==> src/cpuPkg.sv <==
package cpuPkg;

   typedef logic [15:0] word_t;
   typedef logic [2:0]  regIdx_t;
   typedef logic [15:0] imemAddr_t;
   typedef logic [15:0] dmemAddr_t;

   localparam int NUM_REGS = 8;

   // instruction bits 15 to 12, every other code is illegal
   typedef enum logic [3:0] {
      NOP  = 4'h0,
      ADD  = 4'h1,
      SUB  = 4'h2,
      AND  = 4'h3,
      XOR  = 4'h4,
      ADDI = 4'h5,
      LBI  = 4'h6,
      LD   = 4'h7,
      ST   = 4'h8,
      BEQZ = 4'h9,
      HALT = 4'hA
   } opcode_t;

   localparam int OPC_HI = 15;
   localparam int OPC_LO = 12;
   localparam int RD_HI  = 11;
   localparam int RD_LO  = 9;
   localparam int RS_HI  = 8;
   localparam int RS_LO  = 6;
   localparam int RT_HI  = 5;
   localparam int RT_LO  = 3;

   // imm6 sits in bits 5 to 0, imm8 in bits 7 to 0
   function automatic word_t signExt6(word_t instr);
      return {{10{instr[5]}}, instr[5:0]};
   endfunction

   function automatic word_t signExt8(word_t instr);
      return {{8{instr[7]}}, instr[7:0]};
   endfunction

endpackage

==> src/pipePkg.sv <==
package pipePkg;
   import cpuPkg::*;

   typedef struct packed {
      logic      valid;
      imemAddr_t addr;
      word_t     instr;
   } progWrite_t;

   typedef struct packed {
      logic      valid;
      imemAddr_t pcPlusOne;
      word_t     instr;
   } fdReg_t;

   typedef enum logic [2:0] {
      ALU_PASSB,
      ALU_ADD,
      ALU_SUB,
      ALU_AND,
      ALU_XOR
   } aluOp_t;

   // srcA is rs, srcB is rt, srcC is rd (store data or branch test)
   typedef struct packed {
      logic      valid;
      aluOp_t    aluOp;
      word_t     opA;
      word_t     opB;
      word_t     storeData;
      regIdx_t   srcA;
      regIdx_t   srcB;
      regIdx_t   srcC;
      word_t     imm;
      logic      immSel;
      logic      memRead;
      logic      memWrite;
      logic      regWrite;
      regIdx_t   dest;
      logic      isBranch;
      logic      isHalt;
      logic      illegal;
      imemAddr_t pcPlusOne;
   } dxReg_t;

   typedef struct packed {
      logic    valid;
      word_t   aluResult;
      word_t   storeData;
      logic    memRead;
      logic    memWrite;
      logic    regWrite;
      regIdx_t dest;
      logic    isHalt;
      logic    illegal;
   } xmReg_t;

   typedef struct packed {
      logic    valid;
      regIdx_t dest;
      word_t   data;
      logic    isHalt;
      logic    illegal;
   } retire_t;

   typedef struct packed {
      logic      taken;
      imemAddr_t target;
   } redirect_t;

   // halt and illegal records retire without touching the register file
   function automatic logic retireWrites(retire_t r);
      return r.valid && !r.isHalt && !r.illegal;
   endfunction

endpackage

==> src/executeStage.sv <==
`timescale 1ns/1ps

module executeStage
   import cpuPkg::*, pipePkg::*;
(
   input  logic      clk,
   input  logic      arstN,
   input  dxReg_t    dx,
   input  retire_t   wbFwd,
   output xmReg_t    xm,
   output redirect_t redirect
);

   word_t  opA;
   word_t  opB;
   word_t  stData;
   word_t  aluResult;
   xmReg_t xmNext;

   // newest producer wins, a load in memory is not ready yet
   function automatic word_t forward(
      regIdx_t idx,
      word_t   regVal,
      xmReg_t  memSrc,
      retire_t wbSrc
   );
      if (memSrc.valid && memSrc.regWrite && !memSrc.memRead && memSrc.dest == idx) begin
         return memSrc.aluResult;
      end
      if (retireWrites(wbSrc) && wbSrc.dest == idx) begin
         return wbSrc.data;
      end
      return regVal;
   endfunction

   assign opA    = forward(dx.srcA, dx.opA, xm, wbFwd);
   assign opB    = dx.immSel ? dx.imm : forward(dx.srcB, dx.opB, xm, wbFwd);
   assign stData = forward(dx.srcC, dx.storeData, xm, wbFwd);

   always_comb begin
      case (dx.aluOp)
         ALU_ADD: aluResult = opA + opB;
         ALU_SUB: aluResult = opA - opB;
         ALU_AND: aluResult = opA & opB;
         ALU_XOR: aluResult = opA ^ opB;
         default: aluResult = opB;
      endcase
   end

   // BEQZ tests rd, target is relative to the next PC
   assign redirect.taken  = dx.valid && dx.isBranch && (stData == '0);
   assign redirect.target = dx.pcPlusOne + dx.imm;

   always_comb begin
      xmNext.valid     = dx.valid;
      xmNext.aluResult = aluResult;
      xmNext.storeData = stData;
      xmNext.memRead   = dx.memRead;
      xmNext.memWrite  = dx.memWrite;
      xmNext.regWrite  = dx.regWrite;
      xmNext.dest      = dx.dest;
      xmNext.isHalt    = dx.isHalt;
      xmNext.illegal   = dx.illegal;
   end

   always_ff @(posedge clk or negedge arstN) begin
      if (!arstN) begin
         xm <= '0;
      end else begin
         xm <= xmNext;
      end
   end

endmodule

==> config.mk <==
export PLATFORM = sky130hd
export DESIGN_NAME = executeStage
export DESIGN_NICKNAME = d
export VERILOG_FILES = /design/src/cpuPkg.sv /design/src/pipePkg.sv /design/src/executeStage.sv
export SDC_FILE = /design/constraint.sdc
export NUM_CORES = 1
export LEC_CHECK = 0
export BUFFER_PORTS_ARGS = -buffer_cell sky130_fd_sc_hd__buf_2
export CORE_ASPECT_RATIO = 1.4
export CORE_MARGIN = 3
export CORE_UTILIZATION = 51
export DETAILED_ROUTE_END_ITERATION = 10
export PLACE_DENSITY = 0.83
export SLEW_MARGIN = 20
export SYNTH_ARGS = -nofsm -noshare
export SYNTH_HDL_FRONTEND = slang
export SYNTH_SLANG_ARGS = --single-unit
==> constraint.sdc <==
create_clock -name clk -period 5.55 [get_ports clk]
set_clock_uncertainty 0.05 [all_clocks]
set_input_delay 1.11 -clock clk [delete_from_list [all_inputs] [get_ports clk]]
set_output_delay 1.11 -clock clk [all_outputs]
set_load 0.005 [all_outputs]
==> impl_metrics.csv, run 1 <==
group,metric,value,unit
logic_synthesis,async_reset_ff_share,100,%
die,core-area,0.00918,sq mm
setup_path,cp.required,4390,ps
setup_path,crit_arrival,3980,ps
cts,cts.sinks,41,
routing,vias_per_cell,6.18,
grt,grt_start_max_net_pins,42,
setup_path,cp_max_fo,3,
placed_design,gp_congestion,0.954,
cells_and_area,regArea,0.00103,sq mm
power,ir_worst_vdd,175,uV
setup_path,worstSetupPathType,"in2out",
setup_path,cpPeakStageDelay,600,ps
die,die_w,88.6,um
setup_path,cp-start-kind,"input pin",
cts,clk_path_buf_depth,2,
job,maxCapViolations,0,
cts,root_buffer,"clkbuf_16",
setup_path,cpMaxStageDelayCell,"o41ai_1",
grt,grt_pass1_vias,5392,
sta,final.setup.tns,0,ps
cells_and_area,multi_input_area,0.00362,sq mm
cts,postCtsSetupBuffers,0,
routing,drt_first_pass_iters,5,
sta,worst_pin_slew,703,ps
logic_synthesis,synth_cell_types,58,
sta,slew_viol_final,0,
logic_synthesis,yosysSeqAreaShare,21.0,%
grt,grt_overflow,0,
cts,cts_tree,"built",
routing,drt_iter0_markers,499,
cells_and_area,finalNetCount,982,
sta,hold_slack,580,ps
logic_synthesis,syn_avg_cell_area,7.90,sq um
grt,grtUsageTotal,31.3,%
sta,rsz0062_at_grt,"no",
die,fp-row-count,41,
sta,fmax,0.195,GHz
die,die_h,122,um
cells_and_area,largest_reg_flops,41,
sta,finalHoldViolations,0,
hold_path,hp-class,"reg2reg",
cts,clk_pin_slew,70,ps
outcome,outcome,"finished, final reports clean",
placed_design,place_hpwl,14200,um
placed_design,io_buffers,184,
cts,insertion_delay,290,ps
logic_synthesis,ys.flop_type,"dfrtp_1",
routing,final_antenna_net_count,0,
cells_and_area,fill_cells,741,
cells_and_area,final_common_cell,"buf_2",
sta,setup_violations,0,
cells_and_area,reg_top3,"xm x41",
sta,period_share,92.6,%
cells_and_area,area_growth,27.9,%
sta,post-route-min-period,5140,ps
power,power.density,216,mW/mm^2
routing,wl_per_cell,19.1,um
logic_synthesis,syn-cell-area,0.00488,sq mm
setup_path,worst_path_most_repeated_cell,"o21ai_0",
die,floorplan.die_area,0.0108,sq mm
cells_and_area,final_layout_size_suffix_gt1_share,29.4,%
logic_synthesis,yosys_warnings,0,
routing,vias,5644,
placed_design,placed_cell_area,0.00602,sq mm
cts,htreeDepth,2,
grt,grt_first_pass_wirelength,26500,um
die,start_util,53.1,%
logic_synthesis,synth-edff-count,0,
cells_and_area,final_cell_area,0.00623,sq mm
grt,antenna_found_initial,0,
logic_synthesis,synthCells,617,
cts,postCtsHoldBufs,0,
cts,numCtsBuffers,5,
setup_path,path_cells,"buf_2 > ha_1 > inv_1 > fa_1 > nor2b_1 > o21ai_0 > a21boi_0 > o21ai_0 > a21boi_0 > o21ai_0 > a21oi_1 > o41ai_1 > nand4_1 > o211ai_1 > buf_2",
routing,drt_wl_total,17400,um
cells_and_area,diodes,0,
sta,relSlewSlack,52.5,%
die,io_pins,185,
power,cellLeakagePower,3.25,nW
cells_and_area,mostFrequentLayoutCells,"buf_2, nand2_1, o21ai_0",
routing,drcViolationCount,0,
logic_synthesis,syn_nets,793,
logic_synthesis,ys_ff_latch,41,
cells_and_area,regMostFlops,"xm",
setup_path,cp-end-kind,"output port",
-- stage by stage --
step | power (mW) | instances | setup slack (ps) | util (%)
final | 1.34 | 914 | 410 | 67.9
after global routing | 1.42 | 914 | 45.8 | 67.9
after CTS | 1.33 | 913 | 334 | 67.6
after detailed placement | 0.943 | 905 | 47.4 | 65.5
after global placement | 0.923 | 905 | 210 | 65.5
after floorplan | 0.713 | 617 | 400 | -
-- repair_timing --
item	4_1_cts	5_1_grt
hold endpoints to repair	0	0
gates resized for setup	0	2
setup endpoints to repair	0	2
-- cells by family (layout without fill, tap and decap cells) --
logic type,after synthesis,in the layout,share of synthesized area (%)
compound gates,168,168,21.9
xor+xnor,58,58,10.4
fa+ha+maj,49,49,12.9
buf+inv,64,254,5.11
flops,41,41,21.0
mux,53,53,10.9
simple gates,184,184,17.8
-- cell type report --
class	instances	area share [%]
Sequential cell	41	16.5
Tap cell	107	2.15
Clock inverter	3	1.10
Clock buffer	5	2.01
Inverter	36	2.17
Timing Repair Buffer	210	18.1
Multi-Input combinational cell	512	58.0
-- worst paths after layout --
| path | from | endpoint | slack, ps | depth (start not counted) |
|---|---|---|---|---|
| worst max-delay path | dx[26] | redirect[14] | 410 | 15 |
| worst min-delay path | xm[31]$_DFF_PN0_ | xm[15]$_DFF_PN0_ | 580 | 2 |
| worst max register to register | xm[4]$_DFF_PN0_ | xm[38]$_DFF_PN0_ | 1010 | 18 |
| worst min register to register | xm[31]$_DFF_PN0_ | xm[15]$_DFF_PN0_ | 580 | 2 |
| max in group asynchronous | arstN | xm[2]$_DFF_PN0_ | 4240 | 2 |
| min in group asynchronous | arstN | xm[37]$_DFF_PN0_ | 720 | 1 |
-- cell usage after synthesis (18+ instances only) --
cell,number,share of area (%)
a21oi_1,35,3.6
clkbuf_1,24,1.8
dfrtp_1,41,21
ha_1,47,12
inv_1,33,2.5
mux2i_1,53,11
nand2_1,77,5.9
nor2_1,33,2.5
nor3_1,18,1.8
o21ai_0,64,6.6
xnor2_1,35,6.3
xor2_1,23,4.1
-- metal layers --
metal	up-vias	track usage [%]	routed length, um
met3	83	3.52	1330
met2	349	53.1	8530
met1	2590	36.6	6420
met5	-	0	0
met4	0	19.5	1130
li1	2622	-	-
-- critical path: cells and delay by family --
family          cells  cell delay (ps)
compound gates      8             1900
fa+ha+maj           2              400
buf+inv             3              340
simple gates        2              230
-- report_power, final --
| group | internal (mW) | leakage [nW] | switching (mW) | total (mW) |
|---|---|---|---|---|
| clock | 0.260 | 0.0944 | 0.131 | 0.390 |
| sequential | 0.330 | 0.480 | 0.0347 | 0.365 |
| combinational | 0.268 | 2.67 | 0.321 | 0.589 |
| total | 0.858 | 3.25 | 0.486 | 1.34 |
(Power assumes the default switching activity.)
==> run 2, diff against run 1 <==
Clock period 5.55 ns to 5.9 ns, I/O delays scaled along.
==> impl_metrics.csv, run 2 (same netlist as run 1, synthesis figures left out) <==
group,metric,value,unit
hold_path,worstHoldPathCells,2,
cts,numCtsBuffers,5,
setup_path,crit_start,"wbFwd[1]",
cells_and_area,area_growth,25.4,%
die,die_h,122,um
cts,root_buffer,"clkbuf_16",
setup_path,worstSetupPathType,"in2reg",
setup_path,cpMaxStageDelayCell,"or4b_1",
setup_path,cp-end-kind,"flop",
cts,clk_pin_slew,70,ps
setup_path,cpLargestDelayFamily,"compound AO/OA/AOI/OAI gates",
setup_path,cp-start-kind,"input pin",
die,die_w,88.6,um
cts,htreeDepth,2,
cts,insertion_delay,290,ps
routing,drt_wl_total,17700,um
die,start_util,53.1,%
cells_and_area,regMostFlops,"xm",
cells_and_area,largest_reg_flops,41,
placed_design,place_hpwl,14300,um
sta,period_share,92.8,%
job,maxCapViolations,0,
sta,rsz0062_at_grt,"no",
power,seq_power_share,28.4,%
setup_path,timing.rr.end,"xm[39]$_DFF_PN0_",
cts,cts_tree,"built",
setup_path,reg2reg_depth,18,
power,ir_worst_vdd,97.5,uV
setup_path,crit_path_end,"xm[39]$_DFF_PN0_",
routing,final_antenna_net_count,0,
grt,grt_first_pass_wirelength,26200,um
setup_path,path_cells,"buf_2 > nor3b_2 > or4b_1 > a221oi_1 > o31a_2 > ha_1 > nand2_1 > o21ai_0 > xor2_1 > ha_1 > or2_2 > a21oi_1 > a31oi_1 > a211oi_1 > a21oi_1 > a31oi_1 > o21ai_0 > xnor2_1 > a22o_1",
grt,grtUsageTotal,30.9,%
die,fp-row-count,41,
setup_path,cpPeakStageDelay,670,ps
sta,relSlewSlack,29.3,%
setup_path,cp.required,6030,ps
power,power.density,198,mW/mm^2
power,cellLeakagePower,3.17,nW
cells_and_area,final_layout_size_suffix_gt1_share,28.3,%
sta,fmax,0.183,GHz
routing,vias,5662,
routing,drt_first_pass_iters,5,
routing,drcViolationCount,0,
placed_design,io_buffers,184,
routing,drt_iter0_markers,401,
power,switching_share,37.6,%
cells_and_area,final_common_cell,"buf_2",
cells_and_area,reg_top3,"xm x41",
sta,finalHoldViolations,0,
cts,ctsResizeCount,0,
setup_path,crit_arrival,5600,ps
placed_design,gp_congestion,0.969,
grt,grt_start_max_net_pins,42,
setup_path,r2r_setup_slack,1180,ps
cts,cts.sinks,41,
grt,antenna_found_initial,1,
power,p_int,0.754,mW
cells_and_area,mostFrequentLayoutCells,"buf_2, nand2_1, o21ai_0",
cts,postCtsSetupBuffers,0,
setup_path,reg2reg_from,"xm[4]$_DFF_PN0_",
die,floorplan.die_area,0.0108,sq mm
grt,grt_pass1_vias,5479,
setup_path,worstSetupPathDepth,19,
sta,slew_viol_final,0,
sta,setup_violations,0,
routing,wl_per_cell,19.6,um
hold_path,hp-class,"reg2reg",
sta,worst_pin_slew,1060,ps
power,power_frac_clock,26.5,%
sta,post-route-min-period,5470,ps
setup_path,cp_max_fo,7,
power,comb_power_share,45.1,%
routing,vias_per_cell,6.26,
sta,final.setup.tns,0,ps
cts,postCtsHoldBufs,0,
cts,clk_path_buf_depth,2,
power,switchingPower,0.455,mW
cells_and_area,finalNetCount,971,
setup_path,path_buf_inv,1,
cells_and_area,fin_util,66.6,%
die,io_pins,185,
die,core-area,0.00918,sq mm
grt,grt_overflow,0,
outcome,outcome,"finished, final reports clean",
==> run 2: cell count changes in the layout (fill, tap and decap cells not counted), sizes merged <==
| cell | delta |
|---|---|
| bufinv | -1 |
| diode | +1 |
| clkinvlp | +1 |
| clkinv | +1 |
| buf | -11 |
| inv | -1 |
==> run 2: power by group through the flow <==
stage | registers [mW] | logic (mW) | clock network [mW]
3_3_place_gp | 0.346 | 0.509 | 0
4_1_cts | 0.341 | 0.535 | 0.322
5_1_grt | 0.346 | 0.594 | 0.334
6_report | 0.344 | 0.545 | 0.321
2_1_floorplan | 0.340 | 0.330 | 0
3_5_place_dp | 0.347 | 0.532 | 0
==> run 2: worst min-delay path by stage <==
stage                     slack [ps]          endpoint        startpoint
after floorplan                  480  xm[22]$_DFF_PN0_  xm[38]$_DFF_PN0_
after global placement           520  xm[22]$_DFF_PN0_  xm[38]$_DFF_PN0_
after detailed placement         530  xm[22]$_DFF_PN0_  xm[38]$_DFF_PN0_
after CTS                        550   xm[9]$_DFF_PN0_  xm[25]$_DFF_PN0_
after global routing             600  xm[13]$_DFF_PN0_  xm[29]$_DFF_PN0_
final                            580   xm[9]$_DFF_PN0_  xm[25]$_DFF_PN0_
==> run 2: per-stage QoR <==
stage | cell area [sq um] | setup slack (ps) | hold WS (ps) | instances | power, mW
global route | 6120 | 183 | 600 | 904 | 1.27
CTS | 6110 | 503 | 554 | 903 | 1.20
floorplan | 4880 | 680 | 480 | 617 | 0.671
finish | 6120 | 427 | 577 | 904 | 1.21
global placement | 5940 | 297 | 524 | 895 | 0.855
detailed placement | 5940 | 222 | 531 | 895 | 0.878
==> run 2: final cells by class <==
cell class,instances,area (sq um)
Multi-Input combinational cell,512,3610
Fill cell,766,3070
Timing Repair Buffer,199,1030
Sequential cell,41,1030
Inverter,36,135
Tap cell,107,134
Clock buffer,5,125
Clock inverter,3,46.3
Antenna cell,1,2.50
==> run 2: tightest hold or removal path, cell delays in order, from the launching register on <==
cell and delay (ps):
dfrtp_1 400, nand2_1 70, o21ai_0 110
==> run 2: routing by layer <==
layer,global-route usage (%),wire [um],up-vias
met2,54.4,8700,372
met1,33.3,6220,2612
met5,0,0,-
met4,20.3,1200,0
met3,4.40,1590,84
li1,-,-,2594
